**src/rtl/TexturePkg.sv**
```systemverilog
package TexturePkg;

    localparam int COORD_WIDTH     = 16;
    localparam int SUB_PIXEL_WIDTH = 4;
    localparam int NUM_SUB_PIXELS  = 4;
    localparam int PIXEL_WIDTH     = SUB_PIXEL_WIDTH * NUM_SUB_PIXELS;
    localparam int STREAM_WIDTH    = 32;

    // RGBA4444, red in the top nibble
    typedef logic [PIXEL_WIDTH-1:0] texelT;

    // One-hot size code per axis, bit n means 2^(n+1) texels, zero means one texel
    typedef struct packed
    {
        logic [7:0] width;
        logic [7:0] height;
    } texSizeT;

    typedef struct packed
    {
        logic [COORD_WIDTH-1:0] s;  // Q1.15
        logic [COORD_WIDTH-1:0] t;  // Q1.15
        logic                   clampS;
        logic                   clampT;
    } texCoordT;

    // Position inside the texel quad
    typedef struct packed
    {
        logic [COORD_WIDTH-1:0] s;  // Q0.16
        logic [COORD_WIDTH-1:0] t;  // Q0.16
    } subCoordT;

    // Texel address is {t index, s index}, bit 0 picks the bank
    typedef struct packed
    {
        logic [15:0] addr00;
        logic [15:0] addr01;
        logic [15:0] addr10;
        logic [15:0] addr11;
        logic        clampS;
        logic        clampT;
    } quadSelT;

endpackage

```
**src/rtl/TextureWriter.sv**
```systemverilog
`timescale 1ns/1ns

module TextureWriter #(
    parameter int  SIZE = 14,
    localparam int ADDR_WIDTH = SIZE - 2
)
(
    input  logic                                aclk,
    input  logic                                resetn,
    input  logic                                tvalid,
    input  logic                                tlast,
    input  logic [TexturePkg::STREAM_WIDTH-1:0] tdata,
    output logic [ADDR_WIDTH-1:0]               writeAddr,
    output TexturePkg::texelT                   evenTexel,
    output TexturePkg::texelT                   oddTexel
);

    // One bank word per stream word and a restart after tlast
    always_ff @(posedge aclk)
    begin
        if (!resetn)
        begin
            writeAddr <= '0;
        end
        else if (tvalid)
        begin
            if (tlast)
            begin
                writeAddr <= '0;
            end
            else
            begin
                writeAddr <= writeAddr + ADDR_WIDTH'(1);
            end
        end
    end

    // Low half holds the even-s texel and the high half the odd one
    assign evenTexel = tdata[0 +: TexturePkg::PIXEL_WIDTH];
    assign oddTexel  = tdata[TexturePkg::PIXEL_WIDTH +: TexturePkg::PIXEL_WIDTH];

endmodule

```
**config.mk**
```make
export PLATFORM = sky130hd
export DESIGN_NAME = TextureWriter
export DESIGN_NICKNAME = d
export VERILOG_FILES = /design/src/rtl/TexturePkg.sv /design/src/rtl/TextureWriter.sv
export SDC_FILE = /design/constraint.sdc
export NUM_CORES = 1
export LEC_CHECK = 0
export BUFFER_PORTS_ARGS = -buffer_cell sky130_fd_sc_hd__clkbuf_2
export CAP_MARGIN = 0
export CORE_UTILIZATION = 31
export CTS_CLUSTER_DIAMETER = 200
export CTS_CLUSTER_SIZE = 20
export DETAILED_ROUTE_END_ITERATION = 16
export PLACE_DENSITY_LB_ADDON = 0.1
export SYNTH_ARGS = -nofsm -noshare
export SYNTH_HDL_FRONTEND = slang
export SYNTH_SLANG_ARGS = --single-unit
export TNS_END_PERCENT = 50
```
**constraint.sdc**
```tcl
create_clock -name aclk -period 1.44 [get_ports aclk]
set_input_delay 0.144 -clock aclk [delete_from_list [all_inputs] [get_ports aclk]]
set_output_delay 0.144 -clock aclk [all_outputs]
set_load 0.005 [all_outputs]
```
==> impl_metrics.tcl <==
set metrics [dict create \
    outcome "finished, final reports clean" \
    initial_core_util 0.3431 \
    drive_gt1_frac 0.3529 \
    synth_compound_area_frac 0.1095 \
    period_minus_slack_ps 1356 \
    viasPerCell 5.177 \
    grt-busiest-layer "met2" \
    final_common_cell "clkbuf_2" \
    wl_um 1481 \
    p_leak_nw 0.2929 \
    netlist_instances 93 \
    place_area_sq_um 688.2 \
    tritoncts "yes" \
    vias 585 \
    reg_top3 "writeAddr: 12 flops" \
    largest_register_ffs 12 \
    synth-seq-area-share 0.3048 \
    slew_viol_final 0 \
    num_antenna_cells 0 \
    clock-skew-final_ps 3.672 \
    dp_slack_ps 65.13 \
    clock_path_buffers 2 \
    slew_headroom 0.7341 \
    top_register "writeAddr" \
    cp_max_fo 5 \
    place.gp.congestion 0.6140 \
    die-area_sq_um 2748 \
    drc 0 \
    power_density_nw_per_um2 801.2 \
    areaGrowthSynthToFinish_pct -6.508 \
    grt_pass1_wl_um 2373 \
    synth.area.mux_share 0.01270 \
    dp_hpwl_um 1070 \
    grt_util_met1 0.1321 \
    drt-initial-drc-count 1 \
    period_share 0.9419 \
    die_w_um 52.43 \
    yosysTopAreaCellShare 0.3143 \
    wl_per_cell_um 13.11 \
    overflow 0 \
    synth_cell_types 21 \
    synthSimpleGateAreaFrac 0.1794 \
    die_h_um 52.43 \
    antenna_found_initial 0 \
    worstSetupPathType "reg2reg" \
    yosys_warnings 0 \
    yosys.area.top_type "buf_4" \
    fin_area_sq_um 737.0 \
    max-cap-violations 0 \
    final_cell_mix "15 x clkbuf_2, 10 x dfxtp_1, 9 x buf_4, 8 x nand2_1, 6 x a21oi_1" \
    numCtsBuffers 3 \
    synth_seq_cells 12 \
    arrival_ps 1560 \
    start_kind "flop" \
    met2_usage 0.1899 \
    timing.final.ws_setup_ps 83.65 \
    clock_sinks 12 \
    synth_xor_area_frac 0.04444 \
    grt_pass1_vias 532 \
    syn-num-nets 130 \
    htreeDepth 1 \
    hold_viol 0 \
    drtAntennaViolNets 0 \
    synth_fa_ha_area_frac 0.01587 \
    fin_nets 124 \
    clk_latency_ps 270 \
    syn_avg_cell_area_sq_um 8.476 \
    end_kind "flop" \
    track_usage 0.1226 \
    finalSetupViolations 0 \
    holdBufCountCts 0 \
    cts.reportedPaths.clkPinSlew_ps 80 \
    met3_usage 0.06667 \
    synth_top_family_by_area "buffers and inverters" \
    min_path_type "in2reg" \
    io_pins 80 \
    synth_area_leaders "buf_4 31%, dfxtp_1 30%, a21oi_1 3.8%" \
    num_rows 17 \
    grt_start_max_net_pins 12 \
    root_buffer "clkbuf_4" \
    drt_first_pass_iters 4 \
    max_freq_mhz 737.3 \
    port_buffers 15 \
    worstMarginPinSlew_ps 397.9 \
    critPathRequiredTime_ps 1640 \
    fin_hold_ws_ps 193.5 \
    ir_drop_mv 0.6223 \
    syn_area_sq_um 788.3 \
    core_sq_um 2297 \
]
layout make-up:
class	count	area, sq um
Clock buffer	3	22.52
Multi-Input combinational cell	46	294.0
Fill cell	262	1560
Sequential cell	12	242.7
Timing Repair Buffer	24	142.6
Tap cell	28	35.03
where the power goes:
part	internal, W	switching (W)	leakage, nW
clock network	0.0000968	0.000113	0.0138
registers	0.000335	0.00000201	0.0979
logic	0.0000193	0.0000242	0.181
what timing repair did:
item / in CTS / in global routing
endpoints found under the setup margin: 0 / 4
buffers inserted: 0 / 2
resized for setup: 0 / 3
endpoints found under the hold margin: 0 / 0
synth_stat cells:
cell       n
o21a_1     1
or3_1      2
ha_1       1
xnor2_1    1
o21ai_0    2
and2_1     1
xor2_1     3
nand4_1    4
dfxtp_1   12
o31ai_1    4
a21oi_1    6
nor2_1     5
mux2i_1    1
buf_4     33
nor4_1     1
buf_6      1
nand2_1    8
or4_1      4
clkbuf_1   1
nand4_2    1
o31a_1     1
kinds of logic (layout without fill, tap and decap cells):
family / Yosys count / in the layout
AOI/OAI and AO/OA: 14 / 14
xor gates and xnor gates: 4 / 4
adders and majority gates: 1 / 1
buffers and inverters: 35 / 27
DFF: 12 / 12
muxes: 1 / 1
and+or+nand+nor: 26 / 26
worst max-delay path, stage by stage, from the launching register on:
cell     delay (ps)
dfxtp_1         390
nand4_1         220
or4_1           520
a21oi_1         160
per-stage QoR:
stage / power, W / cells / utilization / TNS (ps)
2_1_floorplan: 0.0004426 / 93 / - / 0
3_3_place_gp: 0.0003891 / 108 / 0.2996 / 0
3_5_place_dp: 0.0003895 / 108 / 0.2996 / 0
4_1_cts: 0.0006052 / 111 / 0.3094 / 0
5_1_grt: 0.0006307 / 113 / 0.3208 / -0.02998
6_report: 0.0005905 / 113 / 0.3208 / 0
worst paths after layout:
| kind | from | end | slack [ps] | depth (start not counted) |
|---|---|---|---|---|
| max | writeAddr[7] | writeAddr[9] | 80 | 3 |
| min | resetn | writeAddr[11] | 190 | 3 |
| max reg2reg | writeAddr[7] | writeAddr[9] | 80 | 3 |
| min reg2reg | writeAddr[6] | writeAddr[6] | 500 | 2 |
metal layers:
layer  vias up  share of wire
met4         0          0.028
met5         -              0
li1        276              -
met3        12           0.10
met1       271           0.41
met2        26           0.45
(Power assumes the default switching activity.)
