[src/rtl/TexturePkg.sv]
package TexturePkg;

    localparam int COORD_WIDTH     = 16;
    localparam int SUB_PIXEL_WIDTH = 4;
    localparam int NUM_SUB_PIXELS  = 4;
    localparam int PIXEL_WIDTH     = SUB_PIXEL_WIDTH * NUM_SUB_PIXELS;
    localparam int STREAM_WIDTH    = 32;

    // RGBA4444, red in the top nibble
    typedef logic [PIXEL_WIDTH-1:0] texelT;

    // One-hot size code per axis, bit n means 2^(n+1) texels, zero means one texel
    typedef struct packed
    {
        logic [7:0] width;
        logic [7:0] height;
    } texSizeT;

    typedef struct packed
    {
        logic [COORD_WIDTH-1:0] s;  // Q1.15
        logic [COORD_WIDTH-1:0] t;  // Q1.15
        logic                   clampS;
        logic                   clampT;
    } texCoordT;

    // Position inside the texel quad
    typedef struct packed
    {
        logic [COORD_WIDTH-1:0] s;  // Q0.16
        logic [COORD_WIDTH-1:0] t;  // Q0.16
    } subCoordT;

    // Texel address is {t index, s index}, bit 0 picks the bank
    typedef struct packed
    {
        logic [15:0] addr00;
        logic [15:0] addr01;
        logic [15:0] addr10;
        logic [15:0] addr11;
        logic        clampS;
        logic        clampT;
    } quadSelT;

endpackage

[src/rtl/QuadAssembler.sv]
`timescale 1ns/1ns

module QuadAssembler #(
    parameter int  EXPANDED_SUB_PIXEL_WIDTH = 8,
    localparam int EXPANDED_PIXEL_WIDTH = EXPANDED_SUB_PIXEL_WIDTH * TexturePkg::NUM_SUB_PIXELS
)
(
    input  logic                            aclk,
    input  TexturePkg::quadSelT             quadSel,
    input  TexturePkg::subCoordT            subCoordIn,
    input  TexturePkg::texelT               even0,
    input  TexturePkg::texelT               odd0,
    input  TexturePkg::texelT               even1,
    input  TexturePkg::texelT               odd1,
    output logic [EXPANDED_PIXEL_WIDTH-1:0] texel00,
    output logic [EXPANDED_PIXEL_WIDTH-1:0] texel01,
    output logic [EXPANDED_PIXEL_WIDTH-1:0] texel10,
    output logic [EXPANDED_PIXEL_WIDTH-1:0] texel11,
    output TexturePkg::subCoordT            subCoord
);

    localparam int SW  = TexturePkg::SUB_PIXEL_WIDTH;
    localparam int ESW = EXPANDED_SUB_PIXEL_WIDTH;

    TexturePkg::texelT sel00;
    TexturePkg::texelT sel01;
    TexturePkg::texelT sel10;
    TexturePkg::texelT sel11;
    TexturePkg::texelT quad01;
    TexturePkg::texelT quad10;
    TexturePkg::texelT quad11;

    // Widen each channel, the low bits repeat the channel's top bits
    function automatic logic [EXPANDED_PIXEL_WIDTH-1:0] expand(input TexturePkg::texelT texel);
        logic [EXPANDED_PIXEL_WIDTH-1:0] wide;
        logic [2*SW-1:0]                 twice;
        for (int i = 0; i < TexturePkg::NUM_SUB_PIXELS; i++)
        begin
            twice = {2{texel[i*SW +: SW]}};
            wide[i*ESW +: ESW] = twice[2*SW-1 -: ESW];
        end
        return wide;
    endfunction

    ////////////////////////////////////////
    // Bank select and clamp
    ////////////////////////////////////////

    // Row 0 comes from port B of both banks, row 1 from port A
    assign sel00 = quadSel.addr00[0] ? odd0 : even0;
    assign sel01 = quadSel.addr01[0] ? odd0 : even0;
    assign sel10 = quadSel.addr10[0] ? odd1 : even1;
    assign sel11 = quadSel.addr11[0] ? odd1 : even1;

    assign quad01 = quadSel.clampS ? sel00 : sel01;
    assign quad10 = quadSel.clampT ? sel00 : sel10;

    always_comb
    begin
        if (quadSel.clampS)
        begin
            quad11 = quad10; // Already clamped in t
        end
        else if (quadSel.clampT)
        begin
            quad11 = sel01;
        end
        else
        begin
            quad11 = sel11;
        end
    end

    ////////////////////////////////////////
    // Output registers
    ////////////////////////////////////////

    always_ff @(posedge aclk)
    begin
        texel00  <= expand(sel00);
        texel01  <= expand(quad01);
        texel10  <= expand(quad10);
        texel11  <= expand(quad11);
        subCoord <= subCoordIn; // Keeps step with the texels
    end

endmodule

[config.mk]
export PLATFORM = sky130hd
export DESIGN_NAME = QuadAssembler
export DESIGN_NICKNAME = d
export VERILOG_FILES = /design/src/rtl/TexturePkg.sv /design/src/rtl/QuadAssembler.sv
export SDC_FILE = /design/constraint.sdc
export NUM_CORES = 1
export LEC_CHECK = 0
export ABC_CLOCK_PERIOD_IN_PS = 1600
export BUFFER_PORTS_ARGS = -buffer_cell sky130_fd_sc_hd__buf_4
export CAP_MARGIN = 20
export CORE_AREA = 2 2 127 129
export CTS_CLUSTER_DIAMETER = 100
export CTS_CLUSTER_SIZE = 20
export DETAILED_ROUTE_END_ITERATION = 8
export DIE_AREA = 0 0 129 131
export PLACE_DENSITY_LB_ADDON = 0.12
export SLEW_MARGIN = 20
export SYNTH_ARGS = -nofsm -noshare
export SYNTH_HDL_FRONTEND = slang
export SYNTH_SLANG_ARGS = --single-unit
[constraint.sdc]
create_clock -name aclk -period 1.6 [get_ports aclk]
set_input_delay 0.08 -clock aclk [delete_from_list [all_inputs] [get_ports aclk]]
set_output_delay 0.08 -clock aclk [all_outputs]
set_load 0.02 [all_outputs]
==> metrics.cfg <==
[critical_path]
critical_path_arrival_ns=1.67
cp-end-kind=register
cp_common_cell=dlygate4sd3_1
crit_family=buffers and inverters
path_max_fanout=2
worstPathRequired_ns=1.84
critPathKind=input port to register
path_cells=dlygate4sd3_1 -> buf_4 -> mux2_1 -> dlygate4sd3_1
critPathSlowestCell=dlygate4sd3_1
cpPeakStageDelay_ns=0.57
cp-start-kind=input port
path_buf_inv=3

[route]
routed_via_density=3.78
drtPass1Iterations=4
ant_nets=0
avgRoutedWirePerCell_um=14.7
first_iter_violations=48
vias=2990
drc=0
routed_wl_um=11600

[power]
power_mw=6.63
ir_drop_mv=0.482
p_clk_frac=0.330
comb_power_share=0.263
p_switching_mw=2.01
power.density_nw_per_um2=1040
p_int_mw=4.61
p_leak_nw=3.00
p_seq_frac=0.408
switching_share=0.304

[grt]
antenna_found_initial=0
grt_overflow_total=0
grt_max_degree=33
grt.total_usage=0.131
grt_pass1_vias=3059
grt_pass1_wl_um=16200

[timing]
rsz0062_at_grt=false
setup_viol=0
worst_pin_slew_ns=0.769
max_freq_mhz=699
hold_ws_ns=0.00101
slew_headroom=0.484
final_max_slew_viol_count=0
hold_violations=0
fin_tns_setup_ns=0
fin_crit_ns=1.43
finalCritPeriodShare=0.894

[clock_network]
clk_pin_slew_ns=0.07
cts_buffers=9
ctsLongestPathBuffers=2
cts.sinks=96
cts_tree=built
cts_max_level=3
clockRootBuffer=clkbuf_16
cts.repair.resized=0

[outcome]
outcome=finished clean

[place]
port_buffers=262
gp_congestion=0.691
dp_hpwl_um=8160

[logic_synthesis]
yosysWarnings=0
synth.distinct_cells=12
mappedNetlistArea_um2=3500
syn_nets=448
synth_cells=285
synth-seq-cells=96
yosysSeqAreaShare=0.548
synth.avg_cell_area_um2=12.3

[cells_and_area]
multi_input_area_um2=1070
fin_util=0.410
antenna_cells=0
register_area_um2=1920
area_growth_pct=82.4
drive_above_1_share=0.589
layout_common_cells=265 x buf_4, 96 x dfxtp_1, 80 x dlygate4sd3_1
nNetsFinal=732
layout_commonest_cell=buf_4
nFillCells=1491

[min_path]
hold_start=even0[7]
whs_path_depth=2
whs_endpoint=texel01[15]
holdCritPathClass=input port to register

[floorplanning]
die_w_um=129
start_util=0.225
coreArea_um2=15600
rows=46
die-area_um2=16900
dieHeight_um=131
io_pins=323

[run]
drv_cap=0

## synthesized netlist by cell type
| cell | n | area (µm²) |
|---|---|---|
| dfxtp_1 | 96 | 1920 |
| buf_4 | 66 | 495 |
| mux2_2 | 53 | 597 |
| mux2i_1 | 16 | 160 |
| nand2_1 | 16 | 60.1 |
| o21ai_0 | 16 | 80.1 |
| mux2_1 | 11 | 124 |
| buf_2 | 4 | 20.0 |
| clkbuf_1 | 3 | 11.3 |
| mux2i_2 | 2 | 27.5 |
| buf_1 | 1 | 3.75 |
| clkinv_1 | 1 | 3.75 |
## power by group through the flow
stage | registers, mW | logic [mW] | clock network [mW]
after global routing | 2.73 | 1.85 | 2.35
after floorplan | 2.99 | 0.688 | 0
final | 2.70 | 1.74 | 2.18
after CTS | 2.71 | 1.76 | 2.27
after global placement | 2.76 | 1.58 | 0
after detailed placement | 2.76 | 1.58 | 0
## cell families after synthesis
family / Yosys count / synth area share
compound gates: 16 / 0.0228
buf+inv: 75 / 0.152
flops: 96 / 0.548
mux: 82 / 0.259
simple gates: 16 / 0.0171
## worst max path at each step
stage / slack, ns / cells past startpoint / end / startpoint
after floorplan: 0.09 / 5 / texel11[13] / quadSel[18]
after global placement: 0.08 / 3 / texel11[22] / quadSel[0]
after detailed placement: 0.1 / 3 / texel11[22] / quadSel[0]
after CTS: 0.20 / 4 / texel01[28] / even0[12]
after global routing: 0.17 / 4 / texel01[28] / even0[12]
final: 0.17 / 4 / texel01[20] / even0[8]
## layer usage
layer | global-route usage | up-vias | routed length (µm)
met5 | 0 | - | 0
met4 | 0.0518 | 0 | 175
met3 | 0.0529 | 10 | 1120
met2 | 0.226 | 174 | 5700
met1 | 0.146 | 1340 | 4570
li1 | - | 1466 | -
## registers in the layout (all words and copies together), names as in the netlist
signal,flops
subCoord,32
texel00,16
texel01,16
texel10,16
texel11,16
## through the flow
step	instances	setup slack [ns]	cell area (µm²)
floorplan	285	0.0880	3500
global placement	694	0.0794	5290
detailed placement	694	0.0951	5290
CTS	790	0.199	6390
global route	790	0.167	6390
finish	790	0.169	6390
## repair_timing
item                      in CTS  in global routing
buffers inserted               0                  0
hold endpoints to repair      66                  0
hold buffers                  80                  0
## cell type report
cell class                 instances  area share
timing repair buffer             347       0.443
clock buffer                       9      0.0352
sequential                        96       0.301
inverter                           1    0.000587
tap                              216      0.0423
clock inverter                     7      0.0116
multi-input combinational        114       0.167
No activity file was read; power rests on OpenSTA's default activity.
