--- config.mk ---
export PLATFORM = sky130hd
export DESIGN_NAME = TexelAddressGen
export DESIGN_NICKNAME = d
export VERILOG_FILES = /design/src/rtl/TexturePkg.sv /design/src/rtl/TexelAddressGen.sv
export SDC_FILE = /design/constraint.sdc
export NUM_CORES = 1
export LEC_CHECK = 0
export BUFFER_PORTS_ARGS = -buffer_cell sky130_fd_sc_hd__buf_2
export CAP_MARGIN = 25
export CORE_UTILIZATION = 58
export CTS_CLUSTER_SIZE = 30
export DETAILED_ROUTE_END_ITERATION = 12
export PLACE_DENSITY_LB_ADDON = 0.1
export SLEW_MARGIN = 10
export SYNTH_ARGS = -nofsm -noshare
export SYNTH_HDL_FRONTEND = slang
export SYNTH_SLANG_ARGS = --single-unit
--- constraint.sdc ---
create_clock -name aclk -period 15.3 [get_ports aclk]
set_input_delay 3.06 -clock aclk [delete_from_list [all_inputs] [get_ports aclk]]
set_output_delay 3.06 -clock aclk [all_outputs]
set_load 0.02 [all_outputs]
--- src/rtl/TexturePkg.sv ---
package TexturePkg;

    localparam int COORD_WIDTH     = 16;
    localparam int SUB_PIXEL_WIDTH = 4;
    localparam int NUM_SUB_PIXELS  = 4;
    localparam int PIXEL_WIDTH     = SUB_PIXEL_WIDTH * NUM_SUB_PIXELS;
    localparam int STREAM_WIDTH    = 32;

    // RGBA4444, red in the top nibble
    typedef logic [PIXEL_WIDTH-1:0] texelT;

    // One-hot size code per axis, bit n means 2^(n+1) texels, zero means one texel
    typedef struct packed
    {
        logic [7:0] width;
        logic [7:0] height;
    } texSizeT;

    typedef struct packed
    {
        logic [COORD_WIDTH-1:0] s;  // Q1.15
        logic [COORD_WIDTH-1:0] t;  // Q1.15
        logic                   clampS;
        logic                   clampT;
    } texCoordT;

    // Position inside the texel quad
    typedef struct packed
    {
        logic [COORD_WIDTH-1:0] s;  // Q0.16
        logic [COORD_WIDTH-1:0] t;  // Q0.16
    } subCoordT;

    // Texel address is {t index, s index}, bit 0 picks the bank
    typedef struct packed
    {
        logic [15:0] addr00;
        logic [15:0] addr01;
        logic [15:0] addr10;
        logic [15:0] addr11;
        logic        clampS;
        logic        clampT;
    } quadSelT;

endpackage

--- src/rtl/TexelAddressGen.sv ---
`timescale 1ns/1ns

module TexelAddressGen #(
    parameter int  SIZE = 14,
    localparam int ADDR_WIDTH = SIZE - 2
)
(
    input  logic                  aclk,
    input  TexturePkg::texSizeT   texSize,
    input  TexturePkg::texCoordT  coord,
    output logic [ADDR_WIDTH-1:0] evenAddr0,
    output logic [ADDR_WIDTH-1:0] oddAddr0,
    output logic [ADDR_WIDTH-1:0] evenAddr1,
    output logic [ADDR_WIDTH-1:0] oddAddr1,
    output TexturePkg::quadSelT   quadSel,
    output TexturePkg::subCoordT  subCoord
);

    localparam int CW = TexturePkg::COORD_WIDTH;

    logic [3:0]    widthS;
    logic [7:0]    s0;
    logic [7:0]    s1;
    logic [7:0]    t0;
    logic [7:0]    t1;
    logic [CW-1:0] fracS;
    logic [CW-1:0] fracT;
    logic          clampS;
    logic          clampT;
    logic [15:0]   addr00;
    logic [15:0]   addr01;
    logic [15:0]   addr10;
    logic [15:0]   addr11;

    // Number of index bits of one axis
    function automatic logic [3:0] indexWidth(input logic [7:0] code);
        case (code)
            8'b0000_0001: return 4'd1;
            8'b0000_0010: return 4'd2;
            8'b0000_0100: return 4'd3;
            8'b0000_1000: return 4'd4;
            8'b0001_0000: return 4'd5;
            8'b0010_0000: return 4'd6;
            8'b0100_0000: return 4'd7;
            8'b1000_0000: return 4'd8;
            default:      return 4'd0; // Single texel
        endcase
    endfunction

    // Index of the coordinate and its neighbor plus the fraction and the edge clamp
    function automatic void decodeAxis(
        input  logic [7:0]    code,
        input  logic [CW-1:0] pos,
        input  logic          clampIn,
        output logic [7:0]    idx0,
        output logic [7:0]    idx1,
        output logic [CW-1:0] frac,
        output logic          clamp
    );
        logic [3:0]    w;
        int            shift;
        logic [CW-1:0] next;
        logic [CW-1:0] mask;
        w     = indexWidth(code);
        shift = CW - 1 - int'(w);
        next  = pos + (CW'(1) << shift); // One texel step
        mask  = (CW'(1) << w) - CW'(1);
        idx0  = 8'((pos >> shift) & mask);
        idx1  = 8'((next >> shift) & mask);
        frac  = pos << (w + 4'd1);
        // Neighbor wrapped past the edge through the integer bit or out of range
        clamp = clampIn && ((pos > next) || (!pos[CW-1] && next[CW-1]));
    endfunction

    ////////////////////////////////////////
    // Quad addresses
    ////////////////////////////////////////

    always_comb
    begin
        widthS = indexWidth(texSize.width);
        decodeAxis(texSize.width, coord.s, coord.clampS, s0, s1, fracS, clampS);
        decodeAxis(texSize.height, coord.t, coord.clampT, t0, t1, fracT, clampT);

        // t index sits above the s index
        addr00 = ({8'h00, t0} << widthS) | {8'h00, s0};
        addr01 = ({8'h00, t0} << widthS) | {8'h00, s1};
        addr10 = ({8'h00, t1} << widthS) | {8'h00, s0};
        addr11 = ({8'h00, t1} << widthS) | {8'h00, s1};
    end

    // Even parity goes to the even bank and the word address drops the parity bit
    assign evenAddr0 = addr00[0] ? addr01[1 +: ADDR_WIDTH] : addr00[1 +: ADDR_WIDTH];
    assign oddAddr0  = addr00[0] ? addr00[1 +: ADDR_WIDTH] : addr01[1 +: ADDR_WIDTH];
    assign evenAddr1 = addr10[0] ? addr11[1 +: ADDR_WIDTH] : addr10[1 +: ADDR_WIDTH];
    assign oddAddr1  = addr10[0] ? addr10[1 +: ADDR_WIDTH] : addr11[1 +: ADDR_WIDTH];

    ////////////////////////////////////////
    // Stage registers
    ////////////////////////////////////////

    always_ff @(posedge aclk)
    begin
        quadSel.addr00 <= addr00; // Parity bits select the bank later
        quadSel.addr01 <= addr01;
        quadSel.addr10 <= addr10;
        quadSel.addr11 <= addr11;
        quadSel.clampS <= clampS;
        quadSel.clampT <= clampT;
        subCoord.s     <= fracS;
        subCoord.t     <= fracT;
    end

endmodule

==> parameters.txt <==
Parameter                              Value

Route
  Detail Route Antenna Nets ... 0
  Avg WL per Cell ... ~18 µm
  Total Wirelength ... about 28 mm
  Detailed-router iteration count before antenna repair ... 5
  Number of vias after detailed routing ... roughly 9.7k
  Remaining DRCs ... 0
  Initial DRC count ... approximately 1000
  Drt via density ... ~6.3

Global routing
  Vias in the first global route ... between 8k and 9k
  Largest net degree at the start of global routing ... 42
  Antenna violations before repair ... 0
  Total routing resource utilization after global routing ... approximately a third
  Global-route wire length before repair ... 45.2 mm
  Sum of overflow across all layers after global routing ... 0

Yosys
  Leading cell types by total area after synthesis ... sky130_fd_sc_hd__dfxtp_1, sky130_fd_sc_hd__ha_1, sky130_fd_sc_hd__mux2i_1
  Number of synthesized register bits ... 82
  Sequential cell area fraction in the yosys report ... a little under a fifth
  Portion of netlist area occupied by mux cells ... roughly 8.3%
  Synthesized-area fraction occupied by ao, oa, aoi and oai cells ... approximately 28%
  Mean post-synth cell area ... ~7.4 µm²
  Xor and xnor fraction of the mapped netlist area ... under 10%
  Post-synthesis cell type with the largest combined area ... sky130_fd_sc_hd__dfxtp_1
  Count of flip-flops with a built-in enable after synthesis ... 0
  Post-synth top area share ... between 10% and 20%
  Simple-Gate Fraction of Synth Area ... approximately 22%
  Adder and majority gate portion of the synthesized area ... 11.2%
  Combinational family with the most area after synthesis ... compound AO/OA/AOI/OAI gates
  Synthesized instance count ... 1223
  Syn. warnings ... 0
  Most used DFF post-synth ... sky130_fd_sc_hd__dfxtp_1
  Mapped cell area ... 9100 µm²
  Fraction of registers with async set/reset ... 0%
  Yosys cell types ... just over 90

Clock network
  Depth of the CTS H-tree ... 3
  Worst-case clock buffer depth ... 2
  TritonCTS buffer count ... 9
  Setup fix buffers added after clock tree synthesis ... 0
  Clk slew on worst S/H paths ... ~0.08 ns
  # resized after CTS ... 0
  Quantity of hold-fixing buffers added after cts ... 0
  TritonCTS clock tree ... done
  Clock root cell ... sky130_fd_sc_hd__clkbuf_16
  Sinks on the clock net ... 82

Pwr
  Leakage Power ... 5.01 nW
  Pwr per Cell Area ... approximately 63 nW/µm²
  Max rail drop VDD ... around 0.047 mV

Floorplan
  Height of the chip ... around 130 µm
  Width of the die ... around 130 µm
  Die ar. ... ~16000 µm²
  Initial standard-cell utilization of the core ... roughly three fifths
  Num ports ... about 200
  Number of placement rows ... 45
  Placeable core area ... around 15000 µm²

Job
  Max capacitance violation total ... 0

Timing
  Finish-stage setup viols ... 0
  Period Utilization, post-route ... between 80% and 90%
  Worst-case hold slack ... roughly 2.9 ns
  Slew at the pin with the worst max-slew slack ... around 0.96 ns
  Hold Vio Cnt, Final ... 0
  Tightest slew margin relative to the limit ... between 30 and 40%
  Setup repair after global routing missed its margin ... false
  Final worst path period need ... 12.46 ns
  Upper clock frequency limit ... 0.0803 GHz
  Setup TNS after final layout ... 0 ns
  Count of pins over their slew limit ... 0

Placement
  Final HPWL from detailed placement ... ~22 mm
  Input/output buffers ... between 150 and 200
  GP Congestion ... around 0.97

Finish
  Diode insertion count for antenna repair ... 0
  Fraction of final layout cells with drive strength greater than 1 ... between 15 and 20%
  Final-stage net count ... approximately 1.5k
  Layout area overhead ... 12.3%

Worst setup path
  Startpoint kind of the worst setup timing path ... input pin
  Category of the most critical setup path ... input pin to output port
  Data arrival time of the critical path ... roughly 9.4 ns
  Cell-by-cell listing of the critical path ... buf_2 > nor4_2 > nand3_1 > nand2_2 > inv_2 > ha_1 > and2_1 > ha_1 > nand3_1 > nor2_1 > a21oi_1 > o41a_1 > xnor2_4 > a21oi_1 > a311oi_1 > o32a_1 > nor2_1 > o32ai_1 > buf_2
  Max stage delay cell, worst path ... sky130_fd_sc_hd__nor4_2
  Required time at the worst-slack endpoint ... 12.24 ns
  Largest driver fanout on the critical path ... 35
  Largest stage delay on the critical path ... 0.66 ns
  Setup crit end kind ... output port

Outcome
  Run status ... completed

Worst hold path
  Worst hold path class ... input pin to register
critical path, delay by kind of cell:
kind,cells,cell delay (ns)
buf+inv,3,0.87
compound gates,6,2.07
xor+xnor,1,0.32
fa+ha+maj,2,0.82
simple gates,7,2.25
synthesized netlist by cell type (7+ instances only):
library cell	instances
sky130_fd_sc_hd__a211oi_1	31
sky130_fd_sc_hd__a21o_1	24
sky130_fd_sc_hd__a21oi_1	96
sky130_fd_sc_hd__a31oi_1	11
sky130_fd_sc_hd__and2_1	18
sky130_fd_sc_hd__and3_1	12
sky130_fd_sc_hd__buf_1	10
sky130_fd_sc_hd__buf_2	17
sky130_fd_sc_hd__buf_4	37
sky130_fd_sc_hd__clkbuf_1	38
sky130_fd_sc_hd__dfxtp_1	82
sky130_fd_sc_hd__ha_1	78
sky130_fd_sc_hd__inv_1	44
sky130_fd_sc_hd__mux2_2	13
sky130_fd_sc_hd__mux2i_1	50
sky130_fd_sc_hd__nand2_1	108
sky130_fd_sc_hd__nand2b_1	20
sky130_fd_sc_hd__nand3_1	28
sky130_fd_sc_hd__nand4_1	9
sky130_fd_sc_hd__nor2_1	120
sky130_fd_sc_hd__nor2b_1	7
sky130_fd_sc_hd__nor3_1	43
sky130_fd_sc_hd__nor4_1	10
sky130_fd_sc_hd__o211ai_1	12
sky130_fd_sc_hd__o21a_1	10
sky130_fd_sc_hd__o21ai_0	92
sky130_fd_sc_hd__o21ai_1	9
sky130_fd_sc_hd__o22ai_1	10
sky130_fd_sc_hd__o31ai_1	9
sky130_fd_sc_hd__or3_1	10
sky130_fd_sc_hd__xnor2_1	18
sky130_fd_sc_hd__xor2_1	16
metrics by stage:
step | area (µm²) | cells | util, % | worst slack, ns | total power, mW
4_1_cts | 10200 | 1558 | 67.0 | 3.06 | 0.641
2_1_floorplan | 9120 | 1230 | - | 4.03 | 0.345
5_1_grt | 10200 | 1558 | 67.0 | 2.47 | 0.673
3_5_place_dp | 9880 | 1542 | 64.8 | 3.09 | 0.396
6_report | 10200 | 1558 | 67.0 | 2.84 | 0.644
3_3_place_gp | 9880 | 1542 | 64.8 | 3.14 | 0.394
final cells by class:
type	count	area, µm²
well taps	211	264
flip-flops and latches	82	1640
fillers	1386	5040
inverters	47	176
multi-input cells	998	6760
repair buffers	204	1040
clock buffers	9	225
clock inverters	7	109
power breakdown:
part | leakage, nW | total [mW] | internal, mW | switching, mW
sequential | 0.673 | 0.225 | 0.223 | 0.00225
combinational | 4.18 | 0.171 | 0.0625 | 0.108
clock | 0.164 | 0.248 | 0.147 | 0.101
flip-flops by register name, indices dropped and copies added, names as in the netlist:
register and count:
quadSel 50, subCoord 32
path summary, 6_finish.rpt:
check,startpoint,end,depth (start not counted)
worst max-delay path,texSize[0],evenAddr1[10],19
worst min-delay path,coord[1],quadSel[1],2
cells in the final DEF (no fill, tap or decap), types with 20 or more instances in the layout:
master,Yosys,layout
sky130_fd_sc_hd__inv_1,44,43
sky130_fd_sc_hd__a21oi_1,96,96
sky130_fd_sc_hd__nand2_1,108,108
sky130_fd_sc_hd__nand3_1,28,28
sky130_fd_sc_hd__nor2_1,120,120
sky130_fd_sc_hd__nand2b_1,20,20
sky130_fd_sc_hd__dfxtp_1,82,82
sky130_fd_sc_hd__nor3_1,43,42
sky130_fd_sc_hd__a21o_1,24,24
sky130_fd_sc_hd__o21ai_0,92,92
sky130_fd_sc_hd__ha_1,78,78
sky130_fd_sc_hd__buf_2,17,196
sky130_fd_sc_hd__mux2i_1,50,50
sky130_fd_sc_hd__a211oi_1,31,31
layer usage:
layer	up-vias	wire, µm	global-route usage [%]	share of wire (%)
li1	4701	-	-	-
met1	4479	12700	49.2	45
met2	516	12500	54.8	44
met3	53	2640	6.41	9.3
met4	0	482	9.31	1.7
met5	-	0	0	0
logic make-up (layout without fill, tap and decap cells):
logic type      after synthesis  after routing
mux                          68             68
buf+inv                     150            267
flops                        82             82
other cells                   1              8
xor+xnor                     38             38
fa+ha+maj                    80             80
simple gates                414            414
compound gates              390            390
No activity file was read; power rests on OpenSTA's default activity.
